==> config.mk <==
export PLATFORM = sky130hd
export DESIGN_NAME = cycle_timer
export DESIGN_NICKNAME = d
export VERILOG_FILES = /design/src/design/trace_pkg.sv /design/src/design/cycle_timer.sv
export SDC_FILE = /design/constraint.sdc
export NUM_CORES = 1
export LEC_CHECK = 0
export BUFFER_PORTS_ARGS = -buffer_cell sky130_fd_sc_hd__buf_2
export CAP_MARGIN = 20
export CORE_ASPECT_RATIO = 0.6
export CORE_MARGIN = 5
export CORE_UTILIZATION = 61
export CTS_CLUSTER_DIAMETER = 50
export CTS_CLUSTER_SIZE = 25
export DETAILED_ROUTE_END_ITERATION = 8
export PLACE_DENSITY = 0.92
export SLEW_MARGIN = 40
export SYNTH_ARGS = -nofsm -noshare
export SYNTH_HDL_FRONTEND = slang
export SYNTH_SLANG_ARGS = --single-unit
export TNS_END_PERCENT = 1
==> constraint.sdc <==
create_clock -name clk -period 3.6 [get_ports clk]
set_clock_uncertainty 0.1 [all_clocks]
set_input_delay 0 -clock clk [delete_from_list [all_inputs] [get_ports clk]]
set_output_delay 0 -clock clk [all_outputs]
set_load 0.01 [all_outputs]
==> src/design/trace_pkg.sv <==
// Encodings assume a 32-bit AXI-lite data bus and register byte offsets below 0x100
package trace_pkg;

   // ------------------------------
   // Bus widths
   // ------------------------------
   localparam int DATA_W = 32;           // Register and bus data
   localparam int STRB_W = DATA_W / 8;   // One strobe per byte lane
   localparam int REG_AW = 8;            // Byte offset space

   localparam logic [DATA_W-1:0] RDATA_UNMAPPED = 32'h5A5AA5A5;   // Returned for holes

   // ------------------------------
   // Register map
   // ------------------------------
   typedef enum logic [REG_AW-1:0] {
      ADDR_SNAP_CONTROL = 8'h00,   // Start in, idle out
      ADDR_USER_STATUS  = 8'h30,   // Read only
      ADDR_USER_CONTROL = 8'h34,
      ADDR_USER_MODE    = 8'h38,
      ADDR_INIT_RDATA   = 8'h3C,
      ADDR_INIT_WDATA   = 8'h40,
      ADDR_TT_RD_CMD    = 8'h44,   // Trace pop on read
      ADDR_TT_WR_CMD    = 8'h4C,   // Trace pop on read
      ADDR_RD_PATTERN   = 8'h64,
      ADDR_RD_NUMBER    = 8'h68,
      ADDR_WR_PATTERN   = 8'h6C,
      ADDR_WR_NUMBER    = 8'h70
   } reg_addr_e;

   // Sequencer states, order matters for the ready flag
   typedef enum logic [2:0] {
      ST_IDLE     = 3'd0,
      ST_CLEAR    = 3'd1,   // Trace RAM wipe
      ST_READY    = 3'd2,
      ST_RUN      = 3'd3,
      ST_DONE     = 3'd4,
      ST_FINISHED = 3'd5    // Dump finished, idle reported
   } ctrl_state_e;

   // User status bits
   localparam int STAT_WR_DONE      = 0;
   localparam int STAT_RD_DONE      = 1;
   localparam int STAT_WR_ERR       = 2;
   localparam int STAT_RD_ERR_LO    = 3;   // Two bits wide
   localparam int STAT_ENGINE_READY = 5;

   // User control bits
   localparam int CTRL_ENGINE_START = 0;
   localparam int CTRL_FINISH_DUMP  = 1;

endpackage

==> src/design/cycle_timer.sv <==
// Clear length is the trace depth; the run counter wraps silently after 2**32 cycles
`timescale 1ns/1ps

module cycle_timer
   import trace_pkg::*;
#(
   parameter int TRACE_AW = 12           // log2 of trace depth
) (
   input  logic              clk,
   input  logic              rst_n,
   input  logic              clearing,
   input  logic              running,
   output logic              clear_done,
   output logic [DATA_W-1:0] cycle       // Event stamp
);

   logic [TRACE_AW-1:0] clear_cnt;
   logic                running_q;

   // ------------------------------
   // Clear countdown
   // ------------------------------
   always_ff @(posedge clk or negedge rst_n) begin
      if (!rst_n) clear_cnt <= '1;
      else if (!clearing) clear_cnt <= '1;        // Reload between uses
      else if (clear_cnt != '0) clear_cnt <= clear_cnt - 1'b1;
   end

   assign clear_done = clearing && (clear_cnt == '0);   // 2**TRACE_AW cycles in

   // ------------------------------
   // Run cycle counter
   // ------------------------------
   always_ff @(posedge clk or negedge rst_n) begin
      if (!rst_n) begin
         running_q <= 1'b0;
         cycle     <= '0;
      end else begin
         running_q <= running;
         if (running && !running_q) cycle <= '0;    // First run clock
         else if (running) cycle <= cycle + 1'b1;
      end
   end

endmodule

* Word level (Yosys, flattened, before mapping)
Index checks and enable logic that the tools add are counted.
** Storage, ports and cells
- Flip-flop bits (word level) :: 45
- Bits of input ports :: 4
- Output and inout port bits :: 33
** Cells by class
- Add/sub/neg operators :: 2
- Equality and inequality tests :: 1
- Muxes and demuxes :: 4
- Reduce and logical (&&, ||, !) cells :: 6
** Operators by type and width (count)
- 32-bit two-way mux :: 2
- 32-bit by 1-bit adder with 32-bit output (second input constant) :: 1
- 12-bit two-way mux :: 2
- 12-bit zero test :: 1
- 12-bit nonzero test :: 1
- 12-bit by 1-bit subtractor with 12-bit output (second input constant) :: 1
- 1-bit logical AND :: 2
- 2-bit by 1-bit != test with 1-bit output (second input constant) :: 1
- 2-bit nonzero test :: 1
- 1-bit zero test :: 1

* Logic depth before layout (Yosys ltp)
- Word-level depth :: 3
- Depth in mapped cells :: 7
- Mapped depth without buffers :: 6

* Worst setup path after synthesis
No wires, ideal clock.
- Kind :: register -> register
- From :: reg cycle[3]
- To :: reg cycle[19]
- Setup time :: 0.126 ns
- Data arrival time :: 1.897 ns
- Data required time :: 3.374 ns
- Slack :: 1.477 ns
- Cell stages (with the launch flop) :: 6
- Buffers on the path :: 1
- Period minus slack after synthesis :: 2.123 ns
- Cells stage by stage :: dfrtp_1 -> clkbuf_1 -> nand2_1 -> or4_4 -> or3_1 -> a311o_1
** Between the ends
- Word-level cells in the longest chain between the ends :: 3
** Ends and longest elaborated chain
- start: declaration :: line cycle_timer.sv:14 : output logic [DATA_W-1:0] cycle
- start signal: assignment :: line cycle_timer.sv:41 : else if (running) cycle <= cycle + 1'b1;
- 32-bit by 1-bit adder with 32-bit output :: line cycle_timer.sv:41
- 32-bit two-way mux :: line cycle_timer.sv:41
- 32-bit two-way mux :: line cycle_timer.sv:40 : if (running && !running_q) cycle <= '0;
No other way between the ends. The select of a mux whose other input is x is not followed.
A chain may end at the register's enable or synchronous reset.

* Worst setup path in the final report
- From :: reg cycle[4]
- To :: reg cycle[19]
The elaborated chain is that of the path after synthesis.

==> impl_metrics.ini <==
[finish]
antenna_cells = 0
fin_cells = 371
final_core_util_pct = 70.9
regArea_um2 = 1140
multi_input_area_um2 = 1310
n_fill_cell = 314
nNetsFinal = 317
syn_to_final_growth_pct = 13.7
drive_gt1_share_pct = 19.9

[synth]
yosys_warnings = 0
async_reset_ff_share_pct = 100
syn_nets = 282
synth_cells = 275
ys_ff_latch = 45
syn_avg_cell_area_um2 = 9.25
ys_seq_area_share_pct = 44.9
synth_edf_count = 0
netlist_area_um2 = 2540
ys_types = 46
synthFlopType = dfrtp_1

[floorplan]
num_io_pins = 37
initial_core_util_pct = 62.4
die_y_um = 60.0
num_rows = 18
die_area_um2 = 5600
die_x_um = 93.3
core_um2 = 4080

[critical_path]
crit_chain = nand3_1, or4_4, or3_1, a311o_1
start_kind = register
reg2reg_setup_slack_ps = 1170
slowest_delay_ps = 700
critPathKind = register to register
endpoint_kind = register
cp_top_family = simple AND/OR/NAND/NOR gates
worstPathRequired_ps = 3700
timing.rr.end = cycle[19]$_DFFE_PN0P_
crit_buf_inv = 0
arrival_ps = 2520
crit_slowest_cell = or4_4
worstPathMaxFanout = 14
r2r_cells = 4
rr_startpoint = cycle[4]$_DFFE_PN0P_

[worst_hold_path]
holdCritPathClass = input pin to asynchronous set/reset pin

[cts]
clock_latency_ps = 300
path_clk_slew_ps = 90
cts_tree = yes
ctsHtreeMaxLevel = 2
clock_sinks = 45
cts-root-buf = clkbuf_8
clockBufferDepth = 2
cts_buffers = 5

[sta]
finalWorstPathRequiredPeriod_ps = 2430
holdWs_ps = 125
worst_pin_slew_ps = 679
slew_viol_final = 0
fin_tns_setup_ps = 0
period_share_pct = 67.5
finalSetupViolations = 0
hold_viol = 0
relSlewSlack_pct = 54.3
rsz0062_at_grt = false
fmax_ghz = 0.412

[detailed_routing]
ant_nets = 0
drt-initial-drc-count = 259
wl_per_cell_um = 16.1
num_vias = 2305
viasPerCell = 6.21
post-route-drc-count = 0
drt_wl_total_um = 5980
dr.pass1.iters = 5

[global_route]
grt_pass1_wl_um = 10100
grt_pass1_vias = 2076
antenna_found_initial = 0
track_usage_pct = 23.3
grt-ovfl-total = 0
grt_max_degree = 46

[status]
outcome = finished clean

[power]
power_leakage_nw = 1.28
p_per_area_nw_per_um2 = 333
peakVddDrop_mv = 0.243

[placement]
hpwlAfterDp_um = 4290
dp_cells = 360
gp_congestion = 0.858
numPortBuffers = 36

[job]
max_cap_viol_count = 0
==> what timing repair did <==
action | in CTS | in global routing
endpoints found under the hold margin | 57 | 0
buffers inserted | 0 | 0
hold buffers | 3 | 0
gates resized for setup | 0 | 0
==> worst register-to-register path, delay by kind of cell (launching register included) <==
family | cells | cell delay [ps]
simple gates | 3 | 1440
compound gates | 1 | 350
flops | 1 | 440
==> cells in the mapped netlist (all sizes together), types with 3 or more instances <==
cell / count / share of area, %
dfstp: 12 / 12
o211ai: 3 / 0.89
dfrtp: 33 / 32
mux2i: 4 / 1.6
a21oi: 8 / 1.6
buf: 3 / 0.54
clkbuf: 9 / 1.3
o41ai: 3 / 1.0
o31ai: 4 / 1.2
nand4: 15 / 4.3
o21ai: 9 / 1.8
xnor2: 10 / 3.4
or3: 8 / 2.0
nand2b: 12 / 3.0
ha: 3 / 1.5
nor2b: 3 / 0.74
nor4: 12 / 3.0
nand3: 13 / 2.6
o311ai: 7 / 2.4
or4: 8 / 2.5
nor3: 4 / 0.79
inv: 12 / 1.8
nand2: 30 / 4.4
nor2: 17 / 2.5
and3: 4 / 0.98
and4: 3 / 1.0
==> routing by layer <==
metal  part of all wire, %  GRT usage, %  vias to the layer above
li1                      -             -                     1106
met2                    43          35.4                       92
met4                   1.5          9.39                        0
met5                     0             0                        -
met3                   8.5          4.53                        7
met1                    47          33.0                     1100
==> per-stage QoR <==
stage | power, mW | setup WS, ps | instance area, um2
floorplan | 0.590 | 1480 | 2540
global placement | 0.624 | 1280 | 2760
detailed placement | 0.627 | 1220 | 2760
CTS | 0.973 | 1200 | 2890
global route | 1.01 | 1050 | 2890
finish | 0.964 | 1170 | 2890
==> layout make-up <==
cell class | count | share of cell area, %
multi-input cells | 206 | 45.3
flip-flops and latches | 45 | 39.5
repair buffers | 40 | 7.62
clock buffers | 7 | 3.33
well taps | 60 | 2.60
inverters | 12 | 1.56
clock inverters | 1 | 0.173
==> where the power goes <==
group          switching [mW]  leakage, nW  internal [mW]  total (mW)
Clock                   0.170       0.0542          0.174       0.344
Combinational          0.0475        0.648         0.0291      0.0766
Sequential             0.0219        0.579          0.522       0.544
Total                   0.240         1.28          0.724       0.964
==> placed cells by master (no fill, tap or decap), drive strengths merged, types with 2 or more instances in the layout <==
cell	count
ha	3
nor4b	2
xor2	2
or4	8
a211oi	2
and3	4
and2	2
or2	2
nor4	12
dlygate4sd3	3
a21oi	8
or3	8
dfrtp	33
nand2	30
clkbuf	7
o41ai	3
nor2	17
o31ai	4
dfstp	12
nand2b	12
a41o	2
mux2i	4
nor2b	3
nor3	4
and4	3
a31oi	2
nand4	15
inv	12
nand3	13
buf	37
o211ai	3
o21ai	9
a2111oi	2
o311ai	7
a21o	2
xnor2	10
==> worst max-delay path by stage <==
stage,start,end,slack (ps),cells past startpoint
floorplan,cycle[3]$_DFFE_PN0P_,cycle[19]$_DFFE_PN0P_,1480,5
global placement,cycle[4]$_DFFE_PN0P_,cycle[19]$_DFFE_PN0P_,1280,4
detailed placement,cycle[4]$_DFFE_PN0P_,cycle[19]$_DFFE_PN0P_,1220,4
CTS,cycle[4]$_DFFE_PN0P_,cycle[19]$_DFFE_PN0P_,1200,4
global route,cycle[4]$_DFFE_PN0P_,cycle[19]$_DFFE_PN0P_,1050,4
finish,cycle[4]$_DFFE_PN0P_,cycle[19]$_DFFE_PN0P_,1170,4
==> state kept, by name, summed over array words and instances, names as in the netlist <==
register,flops
clear_cnt,12
cycle,32
running_q,1
==> logic make-up after synthesis <==
kind of cell             after synthesis  synth area share [%]
AND/OR/NAND/NOR                      137                  30.0
AO/OA/AOI/OAI                         50                  14.3
flip-flops                            45                  44.9
buffers and inverters                 24                  3.64
XOR/XNOR                              12                  4.13
multiplexers                           4                  1.57
adder cells (fa/ha/maj)                3                  1.48
(Power assumes the default switching activity.)
