<file path="src/design/trace_pkg.sv">
// Encodings assume a 32-bit AXI-lite data bus and register byte offsets below 0x100
package trace_pkg;

   // ------------------------------
   // Bus widths
   // ------------------------------
   localparam int DATA_W = 32;           // Register and bus data
   localparam int STRB_W = DATA_W / 8;   // One strobe per byte lane
   localparam int REG_AW = 8;            // Byte offset space

   localparam logic [DATA_W-1:0] RDATA_UNMAPPED = 32'h5A5AA5A5;   // Returned for holes

   // ------------------------------
   // Register map
   // ------------------------------
   typedef enum logic [REG_AW-1:0] {
      ADDR_SNAP_CONTROL = 8'h00,   // Start in, idle out
      ADDR_USER_STATUS  = 8'h30,   // Read only
      ADDR_USER_CONTROL = 8'h34,
      ADDR_USER_MODE    = 8'h38,
      ADDR_INIT_RDATA   = 8'h3C,
      ADDR_INIT_WDATA   = 8'h40,
      ADDR_TT_RD_CMD    = 8'h44,   // Trace pop on read
      ADDR_TT_WR_CMD    = 8'h4C,   // Trace pop on read
      ADDR_RD_PATTERN   = 8'h64,
      ADDR_RD_NUMBER    = 8'h68,
      ADDR_WR_PATTERN   = 8'h6C,
      ADDR_WR_NUMBER    = 8'h70
   } reg_addr_e;

   // Sequencer states, order matters for the ready flag
   typedef enum logic [2:0] {
      ST_IDLE     = 3'd0,
      ST_CLEAR    = 3'd1,   // Trace RAM wipe
      ST_READY    = 3'd2,
      ST_RUN      = 3'd3,
      ST_DONE     = 3'd4,
      ST_FINISHED = 3'd5    // Dump finished, idle reported
   } ctrl_state_e;

   // User status bits
   localparam int STAT_WR_DONE      = 0;
   localparam int STAT_RD_DONE      = 1;
   localparam int STAT_WR_ERR       = 2;
   localparam int STAT_RD_ERR_LO    = 3;   // Two bits wide
   localparam int STAT_ENGINE_READY = 5;

   // User control bits
   localparam int CTRL_ENGINE_START = 0;
   localparam int CTRL_FINISH_DUMP  = 1;

endpackage

</file>
<file path="src/design/ctrl_if.sv">
// Carries levels only, no clock; both ends sample in the same clock domain
`timescale 1ns/1ps

interface ctrl_if
   import trace_pkg::*;
();

   // Register file side
   logic              snap_start;         // Snap control bit 0
   logic              engine_start_lvl;   // User control start bit, level
   logic              finish_dump;
   logic [DATA_W-1:0] rd_number;
   logic [DATA_W-1:0] wr_number;

   // Sequencer side
   ctrl_state_e       state;
   logic              rd_done;            // Sticky
   logic              wr_done;            // Sticky
   logic [1:0]        rd_err;
   logic              wr_err;

   modport regs (
      output snap_start, engine_start_lvl, finish_dump, rd_number, wr_number,
      input  state, rd_done, wr_done, rd_err, wr_err
   );

   modport seq (
      input  snap_start, engine_start_lvl, finish_dump, rd_number, wr_number,
      output state, rd_done, wr_done, rd_err, wr_err
   );

endinterface

</file>
<file path="src/design/engine_seq.sv">
// Runs once per reset; ST_FINISHED is terminal and a start written before ready is ignored
`timescale 1ns/1ps

module engine_seq
   import trace_pkg::*;
(
   input  logic       clk,
   input  logic       rst_n,
   ctrl_if.seq        ctrl,
   input  logic       clear_done,        // Last clear cycle
   input  logic       rd_done_pulse,
   input  logic       wr_done_pulse,
   input  logic [1:0] rd_error,          // Bit 0 response, bit 1 data
   input  logic       wr_error,
   output logic       clearing,
   output logic       running,
   output logic       engine_start_pulse
);

   ctrl_state_e state, state_nxt;
   logic        start_q;                 // Start level, one clock late

   assign ctrl.state = state;
   assign clearing   = (state == ST_CLEAR);
   assign running    = (state == ST_RUN);

   // Rising edge of the start bit, honoured only when ready
   assign engine_start_pulse = (state == ST_READY) && ctrl.engine_start_lvl && !start_q;

   // ------------------------------
   // State machine
   // ------------------------------
   always_comb begin
      state_nxt = state;
      case (state)
         ST_IDLE:  if (ctrl.snap_start) state_nxt = ST_CLEAR;
         ST_CLEAR: if (clear_done) state_nxt = ST_READY;
         ST_READY: if (engine_start_pulse) state_nxt = ST_RUN;
         ST_RUN:   if (ctrl.rd_done && ctrl.wr_done) state_nxt = ST_DONE;
         ST_DONE:  if (ctrl.finish_dump) state_nxt = ST_FINISHED;
         default:  state_nxt = state;    // Finished holds
      endcase
   end

   always_ff @(posedge clk or negedge rst_n) begin
      if (!rst_n) begin
         state   <= ST_IDLE;
         start_q <= 1'b0;
      end else begin
         state   <= state_nxt;
         start_q <= ctrl.engine_start_lvl;
      end
   end

   // ------------------------------
   // Sticky status flags
   // ------------------------------
   always_ff @(posedge clk or negedge rst_n) begin
      if (!rst_n) begin
         ctrl.rd_done <= 1'b0;
         ctrl.wr_done <= 1'b0;
         ctrl.rd_err  <= 2'b00;
         ctrl.wr_err  <= 1'b0;
      end else begin
         // Zero count means nothing to wait for
         if (rd_done_pulse || (engine_start_pulse && ctrl.rd_number == '0))
            ctrl.rd_done <= 1'b1;
         if (wr_done_pulse || (engine_start_pulse && ctrl.wr_number == '0))
            ctrl.wr_done <= 1'b1;
         ctrl.rd_err <= ctrl.rd_err | rd_error;   // Any state
         ctrl.wr_err <= ctrl.wr_err | wr_error;
      end
   end

endmodule

</file>
<file path="src/flat_wrapper.sv">
// flat-port wrapper written by rule: the top's interface ports become plain ports
module engine_seq_flat import trace_pkg::*;
  (clk, rst_n, clear_done, rd_done_pulse, wr_done_pulse, rd_error, wr_error, clearing, running, engine_start_pulse, ctrl_snap_start, ctrl_engine_start_lvl, ctrl_finish_dump, ctrl_rd_number, ctrl_wr_number, ctrl_state, ctrl_rd_done, ctrl_wr_done, ctrl_rd_err, ctrl_wr_err);
  ctrl_if ctrl_i ();
  input  logic clk;
  input  logic rst_n;
  input  logic clear_done;
  input  logic rd_done_pulse;
  input  logic wr_done_pulse;
  input  logic [1:0] rd_error;
  input  logic wr_error;
  output logic clearing;
  output logic running;
  output logic engine_start_pulse;
  input wire logic [$bits(ctrl_i.snap_start)-1:0] ctrl_snap_start;
  input wire logic [$bits(ctrl_i.engine_start_lvl)-1:0] ctrl_engine_start_lvl;
  input wire logic [$bits(ctrl_i.finish_dump)-1:0] ctrl_finish_dump;
  input wire logic [$bits(ctrl_i.rd_number)-1:0] ctrl_rd_number;
  input wire logic [$bits(ctrl_i.wr_number)-1:0] ctrl_wr_number;
  output wire logic [$bits(ctrl_i.state)-1:0] ctrl_state;
  output wire logic [$bits(ctrl_i.rd_done)-1:0] ctrl_rd_done;
  output wire logic [$bits(ctrl_i.wr_done)-1:0] ctrl_wr_done;
  output wire logic [$bits(ctrl_i.rd_err)-1:0] ctrl_rd_err;
  output wire logic [$bits(ctrl_i.wr_err)-1:0] ctrl_wr_err;
  assign ctrl_i.snap_start = ctrl_snap_start;
  assign ctrl_i.engine_start_lvl = ctrl_engine_start_lvl;
  assign ctrl_i.finish_dump = ctrl_finish_dump;
  assign ctrl_i.rd_number = ctrl_rd_number;
  assign ctrl_i.wr_number = ctrl_wr_number;
  assign ctrl_state = ctrl_i.state;
  assign ctrl_rd_done = ctrl_i.rd_done;
  assign ctrl_wr_done = ctrl_i.wr_done;
  assign ctrl_rd_err = ctrl_i.rd_err;
  assign ctrl_wr_err = ctrl_i.wr_err;
  engine_seq u_core (.clk(clk), .rst_n(rst_n), .ctrl(ctrl_i), .clear_done(clear_done), .rd_done_pulse(rd_done_pulse), .wr_done_pulse(wr_done_pulse), .rd_error(rd_error), .wr_error(wr_error), .clearing(clearing), .running(running), .engine_start_pulse(engine_start_pulse));
endmodule
</file>
<file path="config.mk">
export PLATFORM = sky130hd
export DESIGN_NAME = engine_seq_flat
export DESIGN_NICKNAME = d
export VERILOG_FILES = /design/src/design/trace_pkg.sv /design/src/design/ctrl_if.sv /design/src/design/engine_seq.sv /design/src/flat_wrapper.sv
export SDC_FILE = /design/constraint.sdc
export NUM_CORES = 1
export LEC_CHECK = 0
export BUFFER_PORTS_ARGS = -buffer_cell sky130_fd_sc_hd__buf_2
export CAP_MARGIN = 5
export CORE_UTILIZATION = 27
export CTS_BUF_LIST = sky130_fd_sc_hd__clkbuf_16
export DETAILED_ROUTE_END_ITERATION = 10
export MAX_ROUTING_LAYER = met4
export PLACE_DENSITY = 0.78
export SLEW_MARGIN = 20
export SYNTH_ARGS = -nofsm -noshare
export SYNTH_HDL_FRONTEND = slang
export SYNTH_SLANG_ARGS = --single-unit
</file>
<file path="constraint.sdc">
create_clock -name clk -period 1.6 [get_ports clk]
set_clock_uncertainty 0.05 [all_clocks]
set_input_delay 0.08 -clock clk [delete_from_list [all_inputs] [get_ports clk]]
set_output_delay 0.08 -clock clk [all_outputs]
set_load 0.05 [all_outputs]
</file>
# Yosys cells after proc, flatten, opt, wreduce, memory -nomap -nowiden
# Index checks and enable logic that the tools add are counted.
[word_totals]
register_bits = 9
input_bits = 75
out_inout_bits = 11
word_cells = 36
[op_classes]
n_eq_ne = 9
muxes = 6
bitwise = 2
n_reduce_logical = 13
[op_table]
columns = ["cell", "n"]
rows = [
  ["logical NOT 32 bit", 2],
  ["two-way mux 3 bit", 5],
  ["case mux 3 bit (5 select lines)", 1],
  ["== test 3 x 2 -> 1 bit, second input constant", 2],
  ["inequality test 2 bit, second input constant", 3],
  ["AND reduction 6 bit", 1],
  ["logical AND 1 bit", 5],
  ["nonzero test 5 bit", 1],
  ["inequality test 2 x 1 -> 1 bit, second input constant", 2],
  ["== test 3 x 1 -> 1 bit, second input constant", 1],
  ["== test 3 bit, second input constant", 1],
  ["logical NOT 3 bit", 1],
  ["logical OR 1 bit", 2],
  ["OR 2 bit", 1],
  ["logical NOT 1 bit", 1],
  ["OR 1 bit", 1],
]

# Logic depth before layout (Yosys ltp)
[depth]
word_depth = 5
depth_mapped = 5
ltp_nobuf = 4

# Worst setup path after synthesis
# No wires, ideal clock.
[synth_timing]
path_kind = "reg-to-output"
from = "register u_core.state[1] (netlist: u_core.ctrl.state[1])"
to = "output port engine_start_pulse"
arrival_time_ns = 1.703
required_ns = 1.470
setup_slack_ns = -0.233
path_stages_with_launch = 5
n_path_buf = 1
cell_sequence = "dfrtp_1 -> buf_6 -> inv_2 -> or4_4 -> inv_1"
[synth_between]
elab_chain_cells = 3
[synth_lines]
columns = ["item", "line_no", "source"]
rows = [
  ["from (decl)", "engine_seq.sv:20", "ctrl_state_e state, state_nxt;"],
  ["from (signal assigned)", "engine_seq.sv:50", "state <= state_nxt;"],
  ["== test 3 x 2 -> 1 bit", "engine_seq.sv:28", "assign engine_start_pulse = (state == ST_READY) && ctrl.engine_start_lvl && !start_q;"],
  ["logical AND 1 bit (2 in a row)", "engine_seq.sv:28", ""],
  ["to (decl)", "flat_wrapper.sv:14", "output logic engine_start_pulse;"],
]
# No other way between the ends.

# Final worst setup path
[layout_timing]
from = "register u_core.state[2] (netlist: u_core.ctrl.state[2])"
to = "output port engine_start_pulse"
# The elaborated chain is that of the path after synthesis.

==> impl_metrics.tcl <==
set metrics [dict create \
    start_util_pct 29.8 \
    fill_cells 146 \
    crit_path_max_fanout 7 \
    synthXorXnorAreaFrac_pct 0 \
    die_y_um 46.4 \
    ys_types 22 \
    path_buf_inv 2 \
    synth-compound-area-share_pct 13.4 \
    worst_setup_path_start_kind "flip-flop" \
    gp_congestion 0.837 \
    clkTransAtPathRegs_ns 0.04 \
    clk_path_buf_depth 2 \
    first_iter_violations 15 \
    cpPeakStageDelay_ns 0.53 \
    ff2ff_path_depth 2 \
    synth_top_family_by_area "simple AND/OR/NAND/NOR gates" \
    post-route-cell-area_sq_um 1150 \
    synth-edff-count 0 \
    cp.arrival_ns 1.42 \
    min_path_type "primary input to flip-flop" \
    cts_made_buffers 3 \
    track_usage_pct 20.4 \
    syn_nets 132 \
    synth.most_common_cell "nor4_1" \
    cp-end-kind "output port" \
    slew_headroom_pct 78.2 \
    routed_wl_mm 1.91 \
    crit_required_ns 1.47 \
    wl_per_cell_um 10.7 \
    antenna_cells 0 \
    synth-simple-area-share_pct 40.7 \
    failed_checks "negative hold slack" \
    dr.pass1.iters 4 \
    die_w_um 46.4 \
    rr_endpoint "u_core.ctrl.rd_done" \
    num_rows 15 \
    ant_nets 0 \
    cp.depth 3 \
    vias_per_cell 4.70 \
    cts-root-buf "clkbuf_16" \
    timing.fmax_mhz 644 \
    synth_common_cells "nor4_1, dfrtp_1, nor2_1, nand4_1, or2_2" \
    synth.avg_cell_area_sq_um 9.33 \
    io_buffers 85 \
    synthMuxAreaShare_pct 0 \
    rsz0062_at_grt "false" \
    tightest_slew_ns 0.326 \
    grt_max_degree 11 \
    die_area_sq_um 2150 \
    synth_top_area_cell "dfrtp_1" \
    grt_pass1_wl_mm 2.90 \
    drc 0 \
    synthesis.area_sq_um 532 \
    synth_ff_type "dfrtp_1" \
    grt_pass1_vias 759 \
    crit_family "simple AND/OR/NAND/NOR gates" \
    seq_area_frac_synth_pct 42.4 \
    endpoint "engine_start_pulse" \
    antenna_found_initial 0 \
    crit_chain "or4_4 -> inv_2 -> buf_8" \
    fin_crit_ns 1.55 \
    p_per_area_nw_per_um2 920 \
    yosys_register_bits 9 \
    synthCells 57 \
    status "complete, but fails checks" \
    clock-sinks 9 \
    yosys-top-cells-area "dfrtp_1, nor4_1, nand4_1" \
    num_io_pins 86 \
    power.leakage_nw 0.559 \
    htree_num_levels 1 \
    synth_warnings 0 \
    holdWs_ns -0.00596 \
    startpoint "u_core.ctrl.state[2]" \
    drv_slew 0 \
    fin_nets 229 \
    final_layout_size_suffix_gt1_share_pct 67.3 \
    core-area_sq_um 1780 \
    overflow 0 \
    regToRegSetupSlack_ns 0.24 \
    clock_latency_ns 0.24 \
    yosys.area.top_type_share_pct 42.4 \
    maxCapViolations 0 \
    setup_violations 0 \
    synth_fa_ha_area_share_pct 0 \
    slowest_stage "or4_4" \
    async_reset_ff_share_pct 100 \
    r2r-start "u_core.ctrl.state[2]" \
    min_period_over_period_pct 97.0 \
    criticalPathCategory "flip-flop to output port" \
    cts_tree "built" \
    vias 836 \
    syn2layout_area_growth_pct 116 \
    ir_worst_vdd_mv 0.510 \
    place_area_sq_um 993 \
    timing_hold_violations_final 1 \
]
-- cell usage in the layout (no fill, tap or decap), drive strengths merged --
master and instances:
a31oi 1, or4 1, nand4 4, o32ai 1, a31o 1, nor4 16
o31ai 3, nand3 1, nor3 1, nand3b 1, or2 3, a21oi 2
nor2 5, nand2 1, nand2b 3, dlygate4sd3 6, o21ai 1, clkbuf 3
dfrtp 9, buf 87, inv 3
-- logic make-up (layout without fill, tap and decap cells) --
group | after synthesis | count (layout)
and+or+nand+nor | 36 | 36
DFF | 9 | 9
AOI/OAI and AO/OA | 9 | 9
buffers and inverters | 3 | 99
-- tightest hold or removal path: cells and delay by family --
family / cells / cell delay, ns
and+or+nand+nor: 1 / 0.04
AOI/OAI and AO/OA: 1 / 0.05
buffers and inverters: 1 / 0.08
-- worst min-delay path by stage --
stage                        from               endpoint  slack, ns  cells after the start
detailed placement          rst_n  u_core.ctrl.rd_err[1]      -0.10                      1
CTS                 rd_done_pulse    u_core.ctrl.rd_done      0.001                      3
global placement            rst_n  u_core.ctrl.rd_err[0]      -0.12                      1
finish              rd_done_pulse    u_core.ctrl.rd_done     -0.006                      3
global route        rd_done_pulse    u_core.ctrl.rd_done       0.02                      3
floorplan                   rst_n    u_core.ctrl.rd_done      -0.27                      0
-- layout make-up --
type,count,area [sq um],share of cell area (%)
Clock buffer,3,75.1,6.52
Clock inverter,1,3.75,0.326
Timing Repair Buffer,93,510,44.3
Tap cell,25,31.3,2.72
Inverter,2,7.51,0.652
Sequential cell,9,228,19.8
Multi-Input combinational cell,45,295,25.7
-- what timing repair did --
action | CTS | global route
setup endpoints to repair | 1 | 1
buffers inserted | 0 | 0
hold endpoints to repair | 14 | 0
pin swaps | 0 | 0
resized for setup | 2 | 4
hold buffers | 6 | 0
gates cloned | 0 | 0
-- routing by layer --
metal	part of all wire (%)	GRT usage (%)	vias to the layer above	wire length [um]
met5	0	-	-	0
met2	49	36.4	56	927
li1	-	-	422	-
met4	1.5	10.6	0	28
met1	40	20.2	354	772
met3	9.5	4.71	4	182
-- metrics by stage --
stage               utilization [%]  setup TNS, ns  total power [mW]  instances  setup slack (ns)
floorplan                         -         -0.306             0.473         57            -0.106
global placement               55.7              0             0.603        168             0.207
detailed placement             55.7              0             0.616        168             0.195
CTS                            63.9              0              1.07        178            0.0150
global route                   64.6              0              1.12        178           0.00465
finish                         64.6              0              1.06        178            0.0477
-- state kept, by name (all words and copies together) (netlist names) --
register,cells
u_core.ctrl.rd_done,1
u_core.ctrl.rd_err,2
u_core.ctrl.state,3
u_core.ctrl.wr_done,1
u_core.ctrl.wr_err,1
u_core.start_q,1
-- where the power goes --
part           internal (mW)  switching [mW]
clock network          0.326           0.107
logic                  0.153           0.204
registers              0.255          0.0140
total                  0.734           0.325
(Power assumes the default switching activity.)
