**src/design/trace_pkg.sv**
```systemverilog
// Encodings assume a 32-bit AXI-lite data bus and register byte offsets below 0x100
package trace_pkg;

   // ------------------------------
   // Bus widths
   // ------------------------------
   localparam int DATA_W = 32;           // Register and bus data
   localparam int STRB_W = DATA_W / 8;   // One strobe per byte lane
   localparam int REG_AW = 8;            // Byte offset space

   localparam logic [DATA_W-1:0] RDATA_UNMAPPED = 32'h5A5AA5A5;   // Returned for holes

   // ------------------------------
   // Register map
   // ------------------------------
   typedef enum logic [REG_AW-1:0] {
      ADDR_SNAP_CONTROL = 8'h00,   // Start in, idle out
      ADDR_USER_STATUS  = 8'h30,   // Read only
      ADDR_USER_CONTROL = 8'h34,
      ADDR_USER_MODE    = 8'h38,
      ADDR_INIT_RDATA   = 8'h3C,
      ADDR_INIT_WDATA   = 8'h40,
      ADDR_TT_RD_CMD    = 8'h44,   // Trace pop on read
      ADDR_TT_WR_CMD    = 8'h4C,   // Trace pop on read
      ADDR_RD_PATTERN   = 8'h64,
      ADDR_RD_NUMBER    = 8'h68,
      ADDR_WR_PATTERN   = 8'h6C,
      ADDR_WR_NUMBER    = 8'h70
   } reg_addr_e;

   // Sequencer states, order matters for the ready flag
   typedef enum logic [2:0] {
      ST_IDLE     = 3'd0,
      ST_CLEAR    = 3'd1,   // Trace RAM wipe
      ST_READY    = 3'd2,
      ST_RUN      = 3'd3,
      ST_DONE     = 3'd4,
      ST_FINISHED = 3'd5    // Dump finished, idle reported
   } ctrl_state_e;

   // User status bits
   localparam int STAT_WR_DONE      = 0;
   localparam int STAT_RD_DONE      = 1;
   localparam int STAT_WR_ERR       = 2;
   localparam int STAT_RD_ERR_LO    = 3;   // Two bits wide
   localparam int STAT_ENGINE_READY = 5;

   // User control bits
   localparam int CTRL_ENGINE_START = 0;
   localparam int CTRL_FINISH_DUMP  = 1;

endpackage

```
**src/design/ctrl_if.sv**
```systemverilog
// Carries levels only, no clock; both ends sample in the same clock domain
`timescale 1ns/1ps

interface ctrl_if
   import trace_pkg::*;
();

   // Register file side
   logic              snap_start;         // Snap control bit 0
   logic              engine_start_lvl;   // User control start bit, level
   logic              finish_dump;
   logic [DATA_W-1:0] rd_number;
   logic [DATA_W-1:0] wr_number;

   // Sequencer side
   ctrl_state_e       state;
   logic              rd_done;            // Sticky
   logic              wr_done;            // Sticky
   logic [1:0]        rd_err;
   logic              wr_err;

   modport regs (
      output snap_start, engine_start_lvl, finish_dump, rd_number, wr_number,
      input  state, rd_done, wr_done, rd_err, wr_err
   );

   modport seq (
      input  snap_start, engine_start_lvl, finish_dump, rd_number, wr_number,
      output state, rd_done, wr_done, rd_err, wr_err
   );

endinterface

```
**src/design/reg_file.sv**
```systemverilog
// One outstanding transaction per channel; bresp and rresp are tied off by the parent
`timescale 1ns/1ps

module reg_file
   import trace_pkg::*;
(
   input  logic              clk,
   input  logic              rst_n,
   // AXI-lite slave
   input  logic [REG_AW-1:0] s_axi_awaddr,
   input  logic              s_axi_awvalid,
   output logic              s_axi_awready,
   input  logic [DATA_W-1:0] s_axi_wdata,
   input  logic [STRB_W-1:0] s_axi_wstrb,
   input  logic              s_axi_wvalid,
   output logic              s_axi_wready,
   output logic              s_axi_bvalid,
   input  logic              s_axi_bready,
   input  logic [REG_AW-1:0] s_axi_araddr,
   input  logic              s_axi_arvalid,
   output logic              s_axi_arready,
   output logic [DATA_W-1:0] s_axi_rdata,
   output logic              s_axi_rvalid,
   input  logic              s_axi_rready,
   ctrl_if.regs              ctrl,
   // Engine settings
   output logic              wrap_mode,       // 1 wrap, 0 incr
   output logic [3:0]        wrap_len,
   output logic [DATA_W-1:0] rd_init_data,
   output logic [DATA_W-1:0] wr_init_data,
   output logic [DATA_W-1:0] rd_pattern,
   output logic [DATA_W-1:0] rd_number,
   output logic [DATA_W-1:0] wr_pattern,
   output logic [DATA_W-1:0] wr_number,
   // Trace RAM access
   output logic              tt_rd_cmd_pop,
   output logic              tt_wr_cmd_pop,
   input  logic [DATA_W-1:0] tt_rd_cmd_data,
   input  logic [DATA_W-1:0] tt_wr_cmd_data
);

   reg_addr_e         wr_addr;        // Captured on AW handshake
   reg_addr_e         rd_addr;
   logic              aw_hs, w_hs, ar_hs;
   logic [DATA_W-1:0] wr_mask;
   logic [DATA_W-1:0] snap_ctrl;
   logic [DATA_W-1:0] user_ctrl;
   logic [DATA_W-1:0] user_mode;
   logic [DATA_W-1:0] snap_rd;        // Snap control as seen by software
   logic [DATA_W-1:0] status;
   logic              engine_ready, idle;

   assign aw_hs   = s_axi_awvalid & s_axi_awready;
   assign w_hs    = s_axi_wvalid & s_axi_wready;
   assign ar_hs   = s_axi_arvalid & s_axi_arready;
   assign rd_addr = reg_addr_e'(s_axi_araddr);

   // Keep unstrobed lanes of the old value
   function automatic logic [DATA_W-1:0] merge(input logic [DATA_W-1:0] cur);
      return (s_axi_wdata & wr_mask) | (cur & ~wr_mask);
   endfunction

   // ------------------------------
   // Write channels
   // ------------------------------
   always_ff @(posedge clk) begin
      if (aw_hs) wr_addr <= reg_addr_e'(s_axi_awaddr);
   end

   always_ff @(posedge clk or negedge rst_n) begin
      if (!rst_n) begin
         s_axi_awready <= 1'b0;
         s_axi_wready  <= 1'b0;
         s_axi_bvalid  <= 1'b0;
      end else begin
         if (s_axi_awvalid) s_axi_awready <= 1'b1;      // Ready the clock after valid
         else if (w_hs) s_axi_awready <= 1'b0;
         if (aw_hs) s_axi_wready <= 1'b1;
         else if (s_axi_wvalid) s_axi_wready <= 1'b0;
         if (w_hs) s_axi_bvalid <= 1'b1;
         else if (s_axi_bready) s_axi_bvalid <= 1'b0;   // Held until accepted
      end
   end

   always_comb begin
      for (int i = 0; i < STRB_W; i++) begin
         wr_mask[8*i +: 8] = {8{s_axi_wstrb[i]}};
      end
   end

   always_ff @(posedge clk or negedge rst_n) begin
      if (!rst_n) begin
         snap_ctrl    <= '0;
         user_ctrl    <= '0;
         user_mode    <= '0;
         rd_init_data <= '0;
         wr_init_data <= '0;
         rd_pattern   <= '0;
         rd_number    <= '0;
         wr_pattern   <= '0;
         wr_number    <= '0;
      end else if (w_hs) begin
         case (wr_addr)
            ADDR_SNAP_CONTROL: snap_ctrl    <= merge(snap_ctrl);
            ADDR_USER_CONTROL: user_ctrl    <= merge(user_ctrl);
            ADDR_USER_MODE:    user_mode    <= merge(user_mode);
            ADDR_INIT_RDATA:   rd_init_data <= merge(rd_init_data);
            ADDR_INIT_WDATA:   wr_init_data <= merge(wr_init_data);
            ADDR_RD_PATTERN:   rd_pattern   <= merge(rd_pattern);
            ADDR_RD_NUMBER:    rd_number    <= merge(rd_number);
            ADDR_WR_PATTERN:   wr_pattern   <= merge(wr_pattern);
            ADDR_WR_NUMBER:    wr_number    <= merge(wr_number);
            default: ;                                  // Read-only or hole
         endcase
      end
   end

   // ------------------------------
   // Control out, status in
   // ------------------------------
   assign ctrl.snap_start       = snap_ctrl[0];
   assign ctrl.engine_start_lvl = user_ctrl[CTRL_ENGINE_START];
   assign ctrl.finish_dump      = user_ctrl[CTRL_FINISH_DUMP];
   assign ctrl.rd_number        = rd_number;
   assign ctrl.wr_number        = wr_number;
   assign wrap_mode             = user_mode[0];
   assign wrap_len              = user_mode[11:8];

   assign engine_ready = ctrl.state inside {ST_READY, ST_RUN, ST_DONE, ST_FINISHED};
   assign idle         = (ctrl.state == ST_FINISHED);
   assign snap_rd      = {snap_ctrl[DATA_W-1:4], 1'b1, idle, 1'b0, snap_ctrl[0]};

   always_comb begin
      status                      = '0;
      status[STAT_WR_DONE]        = ctrl.wr_done;
      status[STAT_RD_DONE]        = ctrl.rd_done;
      status[STAT_WR_ERR]         = ctrl.wr_err;
      status[STAT_RD_ERR_LO +: 2] = ctrl.rd_err;
      status[STAT_ENGINE_READY]   = engine_ready;
   end

   // ------------------------------
   // Read channel
   // ------------------------------
   assign tt_rd_cmd_pop = ar_hs && (rd_addr == ADDR_TT_RD_CMD);   // Pointer steps after sampling
   assign tt_wr_cmd_pop = ar_hs && (rd_addr == ADDR_TT_WR_CMD);

   always_ff @(posedge clk or negedge rst_n) begin
      if (!rst_n) begin
         s_axi_arready <= 1'b1;                      // Open after reset
         s_axi_rvalid  <= 1'b0;
      end else begin
         if (s_axi_arvalid) s_axi_arready <= 1'b0;
         else if (s_axi_rvalid && s_axi_rready) s_axi_arready <= 1'b1;
         if (ar_hs) s_axi_rvalid <= 1'b1;
         else if (s_axi_rready) s_axi_rvalid <= 1'b0;
      end
   end

   always_ff @(posedge clk) begin
      if (ar_hs) begin
         case (rd_addr)
            ADDR_SNAP_CONTROL: s_axi_rdata <= snap_rd;
            ADDR_USER_STATUS:  s_axi_rdata <= status;
            ADDR_USER_CONTROL: s_axi_rdata <= user_ctrl;
            ADDR_USER_MODE:    s_axi_rdata <= user_mode;
            ADDR_INIT_RDATA:   s_axi_rdata <= rd_init_data;
            ADDR_INIT_WDATA:   s_axi_rdata <= wr_init_data;
            ADDR_TT_RD_CMD:    s_axi_rdata <= tt_rd_cmd_data;
            ADDR_TT_WR_CMD:    s_axi_rdata <= tt_wr_cmd_data;
            ADDR_RD_PATTERN:   s_axi_rdata <= rd_pattern;
            ADDR_RD_NUMBER:    s_axi_rdata <= rd_number;
            ADDR_WR_PATTERN:   s_axi_rdata <= wr_pattern;
            ADDR_WR_NUMBER:    s_axi_rdata <= wr_number;
            default:           s_axi_rdata <= RDATA_UNMAPPED;
         endcase
      end
   end

endmodule

```
**src/flat_wrapper.sv**
```systemverilog
// flat-port wrapper written by rule: the top's interface ports become plain ports
module reg_file_flat import trace_pkg::*;
  (clk, rst_n, s_axi_awaddr, s_axi_awvalid, s_axi_awready, s_axi_wdata, s_axi_wstrb, s_axi_wvalid, s_axi_wready, s_axi_bvalid, s_axi_bready, s_axi_araddr, s_axi_arvalid, s_axi_arready, s_axi_rdata, s_axi_rvalid, s_axi_rready, wrap_mode, wrap_len, rd_init_data, wr_init_data, rd_pattern, rd_number, wr_pattern, wr_number, tt_rd_cmd_pop, tt_wr_cmd_pop, tt_rd_cmd_data, tt_wr_cmd_data, ctrl_snap_start, ctrl_engine_start_lvl, ctrl_finish_dump, ctrl_rd_number, ctrl_wr_number, ctrl_state, ctrl_rd_done, ctrl_wr_done, ctrl_rd_err, ctrl_wr_err);
  ctrl_if ctrl_i ();
  input  logic clk;
  input  logic rst_n;
  input  logic [REG_AW-1:0] s_axi_awaddr;
  input  logic s_axi_awvalid;
  output logic s_axi_awready;
  input  logic [DATA_W-1:0] s_axi_wdata;
  input  logic [STRB_W-1:0] s_axi_wstrb;
  input  logic s_axi_wvalid;
  output logic s_axi_wready;
  output logic s_axi_bvalid;
  input  logic s_axi_bready;
  input  logic [REG_AW-1:0] s_axi_araddr;
  input  logic s_axi_arvalid;
  output logic s_axi_arready;
  output logic [DATA_W-1:0] s_axi_rdata;
  output logic s_axi_rvalid;
  input  logic s_axi_rready;
  output logic wrap_mode;
  output logic [3:0] wrap_len;
  output logic [DATA_W-1:0] rd_init_data;
  output logic [DATA_W-1:0] wr_init_data;
  output logic [DATA_W-1:0] rd_pattern;
  output logic [DATA_W-1:0] rd_number;
  output logic [DATA_W-1:0] wr_pattern;
  output logic [DATA_W-1:0] wr_number;
  output logic tt_rd_cmd_pop;
  output logic tt_wr_cmd_pop;
  input  logic [DATA_W-1:0] tt_rd_cmd_data;
  input  logic [DATA_W-1:0] tt_wr_cmd_data;
  output wire logic [$bits(ctrl_i.snap_start)-1:0] ctrl_snap_start;
  output wire logic [$bits(ctrl_i.engine_start_lvl)-1:0] ctrl_engine_start_lvl;
  output wire logic [$bits(ctrl_i.finish_dump)-1:0] ctrl_finish_dump;
  output wire logic [$bits(ctrl_i.rd_number)-1:0] ctrl_rd_number;
  output wire logic [$bits(ctrl_i.wr_number)-1:0] ctrl_wr_number;
  input wire logic [$bits(ctrl_i.state)-1:0] ctrl_state;
  input wire logic [$bits(ctrl_i.rd_done)-1:0] ctrl_rd_done;
  input wire logic [$bits(ctrl_i.wr_done)-1:0] ctrl_wr_done;
  input wire logic [$bits(ctrl_i.rd_err)-1:0] ctrl_rd_err;
  input wire logic [$bits(ctrl_i.wr_err)-1:0] ctrl_wr_err;
  assign ctrl_snap_start = ctrl_i.snap_start;
  assign ctrl_engine_start_lvl = ctrl_i.engine_start_lvl;
  assign ctrl_finish_dump = ctrl_i.finish_dump;
  assign ctrl_rd_number = ctrl_i.rd_number;
  assign ctrl_wr_number = ctrl_i.wr_number;
  assign ctrl_i.state = ctrl_state;
  assign ctrl_i.rd_done = ctrl_rd_done;
  assign ctrl_i.wr_done = ctrl_wr_done;
  assign ctrl_i.rd_err = ctrl_rd_err;
  assign ctrl_i.wr_err = ctrl_wr_err;
  reg_file u_core (.clk(clk), .rst_n(rst_n), .s_axi_awaddr(s_axi_awaddr), .s_axi_awvalid(s_axi_awvalid), .s_axi_awready(s_axi_awready), .s_axi_wdata(s_axi_wdata), .s_axi_wstrb(s_axi_wstrb), .s_axi_wvalid(s_axi_wvalid), .s_axi_wready(s_axi_wready), .s_axi_bvalid(s_axi_bvalid), .s_axi_bready(s_axi_bready), .s_axi_araddr(s_axi_araddr), .s_axi_arvalid(s_axi_arvalid), .s_axi_arready(s_axi_arready), .s_axi_rdata(s_axi_rdata), .s_axi_rvalid(s_axi_rvalid), .s_axi_rready(s_axi_rready), .ctrl(ctrl_i), .wrap_mode(wrap_mode), .wrap_len(wrap_len), .rd_init_data(rd_init_data), .wr_init_data(wr_init_data), .rd_pattern(rd_pattern), .rd_number(rd_number), .wr_pattern(wr_pattern), .wr_number(wr_number), .tt_rd_cmd_pop(tt_rd_cmd_pop), .tt_wr_cmd_pop(tt_wr_cmd_pop), .tt_rd_cmd_data(tt_rd_cmd_data), .tt_wr_cmd_data(tt_wr_cmd_data));
endmodule
```
**config.mk**
```make
export PLATFORM = sky130hd
export DESIGN_NAME = reg_file_flat
export DESIGN_NICKNAME = d
export VERILOG_FILES = /design/src/design/trace_pkg.sv /design/src/design/ctrl_if.sv /design/src/design/reg_file.sv /design/src/flat_wrapper.sv
export SDC_FILE = /design/constraint.sdc
export NUM_CORES = 1
export LEC_CHECK = 0
export BUFFER_PORTS_ARGS = -buffer_cell sky130_fd_sc_hd__buf_2
export CELL_PAD_IN_SITES_DETAIL_PLACEMENT = 0
export CELL_PAD_IN_SITES_GLOBAL_PLACEMENT = 1
export CORE_ASPECT_RATIO = 1.1
export CORE_MARGIN = 3
export CORE_UTILIZATION = 42
export DETAILED_ROUTE_END_ITERATION = 10
export PLACE_DENSITY_LB_ADDON = 0.1
export RECOVER_POWER = 25
export SLEW_MARGIN = 10
export SYNTH_ARGS = -nofsm -noshare
export SYNTH_HDL_FRONTEND = slang
export SYNTH_SLANG_ARGS = --single-unit
```
**constraint.sdc**
```tcl
create_clock -name clk -period 2.99 [get_ports clk]
set_clock_uncertainty 0.2 [all_clocks]
set_input_delay 0.598 -clock clk [delete_from_list [all_inputs] [get_ports clk]]
set_output_delay 0.598 -clock clk [all_outputs]
set_load 0.005 [all_outputs]
```
# ---- Word-level counts from Yosys, hierarchy flattened
# Index checks and enable logic that the tools add are counted.
dict set report classes {
  n_eq_ne 23
  muxes 11
  bitwise 23
  reduce_logical 20
}
# cell count
set op_table {}
lappend op_table {{$pmux W32 S12} 1}
lappend op_table {{$and A32 B32 Y32} 10}
lappend op_table {{$or A32 B32 Y32} 9}
lappend op_table {{$eq A8 B7 Y1 const B} 12}
lappend op_table {{$eq A8 B6 Y1 const B} 7}
lappend op_table {{$not A32 Y32} 1}
lappend op_table {{$reduce_and A2 Y1} 9}
lappend op_table {{$logic_not A8 Y1} 2}
lappend op_table {{$mux W1} 10}
lappend op_table {{$reduce_bool A2 Y1} 5}
lappend op_table {{$eq A3 B2 Y1 const B} 2}
lappend op_table {{$eq A3 B3 Y1 const B} 2}
lappend op_table {{$reduce_bool A4 Y1} 1}
lappend op_table {{$and A1 B1 Y1} 3}
lappend op_table {{$logic_and A1 B1 Y1} 3}
dict set report word_totals {
  reg_bits 333
  input_bits 131
  output_inout_bits 303
  elab_cells 93
}

# ---- Longest topological paths before layout
dict set report logic_depth {
  depth_word 3
  depth_mapped 8
  ltp_nobuf 4
}

# ---- Least setup slack after synthesis
# Ideal clock, no wire load.
dict set report synth_timing {
  path_type {input-to-reg}
  startpoint {input s_axi_araddr[3]}
  endpoint {register u_core.s_axi_rdata[2] (data pin)}
  setup_ns 0.279
  arrival_ns 2.305
  required_ns 2.511
  slack_ns 0.206
  path_stages 6
  path_buffers 2
  cell_sequence {clkbuf_1 -> clkbuf_1 -> mux2_2 -> a32oi_1 -> o2111ai_1 -> or4b_2}
}
dict set report synth_via {
  elab_chain_len 2
  elab_cells_between_ends 13
  cone_classes {eq/ne: 11; mux: 1; reduce/logical: 1}
}
# item line
set synth_rtl {}
lappend synth_rtl {{start, declared} flat_wrapper.sv:16} ;# input logic [REG_AW-1:0] s_axi_araddr;
lappend synth_rtl {{$eq A8 B7 Y1, or another cell as far along} reg_file.sv:162} ;# case (rd_addr)
lappend synth_rtl {{$pmux W32 S12 (*)} reg_file.sv:162}
lappend synth_rtl {{end signal, assigned} reg_file.sv:163} ;# ADDR_SNAP_CONTROL: s_axi_rdata <= snap_rd;
lappend synth_rtl {{end signal, assigned} reg_file.sv:164} ;# ADDR_USER_STATUS: s_axi_rdata <= status;
lappend synth_rtl {{end signal, assigned} reg_file.sv:165} ;# ADDR_USER_CONTROL: s_axi_rdata <= user_ctrl;
lappend synth_rtl {{end, declared} reg_file.sv:22} ;# output logic [DATA_W-1:0] s_axi_rdata,
# Every way passes the cells marked *; elsewhere a longest branch is shown, timed or not.
# A chain may end at the register's enable or synchronous reset.

# ---- Worst setup path after layout
dict set report layout_timing {
  startpoint {input s_axi_araddr[5]}
  endpoint {output tt_rd_cmd_pop}
}
dict set report layout_via {
  elab_chain_len 2
}
# item line
set layout_rtl {}
lappend layout_rtl {{$eq A8 B7 Y1} reg_file.sv:145} ;# assign tt_rd_cmd_pop = ar_hs && (rd_addr == ADDR_TT_RD_CMD);
lappend layout_rtl {{$logic_and A1 B1 Y1} reg_file.sv:145}
lappend layout_rtl {{end, declared} flat_wrapper.sv:30} ;# output logic tt_rd_cmd_pop;
# No other way between the ends.

==> summary.md <==
| Metric | Value |
|---|---|
| Vias | `12858` |
| Pre-antenna DRT Iters | `7` |
| Sw Share | `23.3%` |
| Status | `finished clean` |
| DR WL/cell | `29.3 um` |
| Die footprint | `0.0403 mm^2` |
| Core ar. | `0.0373 mm^2` |
| Tmin final | `2.89 ns` |
| Reg power frac | `46.6%` |
| Pin count of the biggest net entering global routing | `79` |
| Startpoint types | `primary input` |
| Layout Cells excl Fill | `2173` |
| CP Data Arrival Time | `2.09 ns` |
| Cell area after synthesis | `0.0159 mm^2` |
| Ports | `434` |
| Remaining Overflow, GRT | `0` |
| DPL Wire Length | `46700 um` |
| Combinational Power Share | `7.5%` |
| Crit Path Max Fanout | `5` |
| Fraction of layout cells with a size suffix above 1 | `54.3%` |
| Root buf cell | `clkbuf_16` |
| Register area share after synthesis | `53.1%` |
| Crit share post-route | `96.6%` |
| DRC Markers | `0` |
| Crit. End Element | `primary output` |
| Max_cap viols | `0` |
| H-tree depth | `2` |
| 1st-iter DRT viols | `1132` |
| Synthesis-to-layout area growth | `26.3%` |
| Peak VDD IR | `392 uV` |
| Mapped Cells | `1206` |
| Critical Path RT | `2.19 ns` |
| Most common flop cell mapped by yosys | `dfrtp_1` |
| Crit path kind | `primary input to primary output` |
| Slew Viols, Final | `0` |
| Area contributors post-synth | `dfrtp_1, mux2_2, edfxtp_1` |
| Post-synth top area cell | `dfrtp_1` |
| DRT antenna net count | `0` |
| Setup TNS | `0 ns` |
| CTS resizes | `0` |
| Number of global-route vias before repair | `13152` |
| Yosys warnings | `0` |
| CTS Sinks | `330` |
| LEAKAGE | `10.3 nW` |
| Tightest Pin Transition | `1.27 ns` |
| Clock Path Buffers | `3` |
| Fmax | `0.346 GHz` |
| Drt total wl | `63600 um` |
| Placer congestion estimate | `0.865` |
| Most frequent cells in the layout | `buf_2, dfrtp_1, mux2_2, buf_4, a22o_1` |
| Int Power | `7.74 mW` |
| Final hold viol count | `0` |
| Nets | `1782` |
| Setup-failing EPs final | `0` |
| Slew headroom | `15.5%` |
| Initial Util | `42.7%` |
| Hold WC Path Type | `primary input to flop` |
| Register bit total from synthesis | `330` |
| Global-route wire length before repair | `91600 um` |
| Cts bufs inserted | `36` |
| Initial antenna violation count | `6` |
| TritonCTS clock tree | `done` |
| Share of flip-flops with an asynchronous set or reset | `87.9%` |
| Psw | `2.35 mW` |
| Avg Vias per Cell | `5.92` |
| Gr usage total | `31.2%` |
| Clock power frac | `45.9%` |
| Syn_area_per_cell | `13.2 um^2` |
| Buffers on Ports | `433` |
| Synth top area share | `45.4%` |
| Die W | `192 um` |
| Power Density | `502 mW/mm^2` |
| Placed insts | `2106` |
| Clk slew on worst S/H paths | `0.05 ns` |
| Syn_nets | `1337` |
| Die height | `210 um` |
| RSZ-0062 raised after global routing | `no` |
| Commonest non-fill, non-tap cell in the layout | `buf_2` |
| Rows | `74` |
| Post-synth EDFFs | `40` |
| Count of cell types in the netlist | `69` |
| Clk_lat worst skew | `0.52 ns` |
[Yosys cell counts, types with 12 or more instances]
cell type and count:
a22oi_1 36, nor3_1 13, mux2i_1 19, a211oi_1 16, buf_4 68, and3_1 18
nand3b_1 16, a222oi_1 19, nor2_1 17, nand4_1 16, a221oi_1 12, nand2_2 16
nand3_1 15, nand2_1 40, clkbuf_1 39, mux2_2 277, mux2_1 18, buf_2 16
edfxtp_1 40, dfrtp_1 289, a22o_1 44
[cell families (layout without fill, tap and decap cells)]
group	after synthesis	after routing	synth area share [%]
AOI/OAI and AO/OA	190	190	9.67
xor gates and xnor gates	1	1	0.0550
buffers and inverters	141	612	5.12
DFF	330	330	53.1
muxes	315	315	22.2
other	0	2	0
and+or+nand+nor	229	229	9.83
[critical path, cell delays in order]
cell and delay (ns):
buf_2 0.14, or4b_2 0.83, nor3_1 0.33, buf_2 0.18
[final cells by class]
cell class              count  area, um^2
well taps                 494         618
fillers                  3364       17200
diodes                      2        5.00
clock inverters            16         224
flip-flops and latches    330        8460
inverters                  10        37.5
clock buffers              48         987
repair buffers            538        3030
multi-input cells         735        6750
[metal layers]
metal / GRT usage (%) / share of wire [%] / vias to the layer above
met5: 0 / 0.072 / -
met4: 11.0 / 4.0 / 6
met3: 4.94 / 7.4 / 135
met2: 51.9 / 48 / 645
met1: 41.7 / 40 / 6602
li1: - / - / 5470
[metrics by stage]
step	utilization (%)	hold slack, ns	total power, mW	area, um^2	setup WS, ns
floorplan	-	0.102	5.04	15900	0.206
global placement	50.7	0.265	5.53	18900	0.107
detailed placement	50.7	0.286	5.55	18900	0.0960
CTS	54.0	0.00385	10.2	20100	0.132
global route	53.9	0.0384	10.4	20100	0.0632
finish	53.9	0.0213	10.1	20100	0.103
[repair_timing]
item,4_1_cts,5_1_grt
endpoints found under the setup margin,0,0
hold buffers,1,0
hold endpoints to repair,67,0
buffers inserted,0,0
[power by group through the flow]
stage	clock network [mW]	registers [mW]	logic, mW
2_1_floorplan	0	4.77	0.269
3_3_place_gp	0	4.78	0.751
3_5_place_dp	0	4.79	0.758
4_1_cts	4.70	4.70	0.762
5_1_grt	4.90	4.71	0.808
6_report	4.63	4.70	0.754
[final timing paths]
kind,from,end,slack (ns),depth (start not counted)
min in group asynchronous,rst_n,async pin,0.68,2
max in group asynchronous,rst_n,async pin,0.58,3
max reg2reg,u_core.wr_addr[1]$_DFFE_PP_,flop,0.25,4
max,s_axi_araddr[5],tt_rd_cmd_pop,0.10,4
min,s_axi_arvalid,u_core.s_axi_arready$_DFFE_PN1P_,0.02,2
min reg2reg,flop,flop,0.30,1
Power figures use the tool's default switching activity.
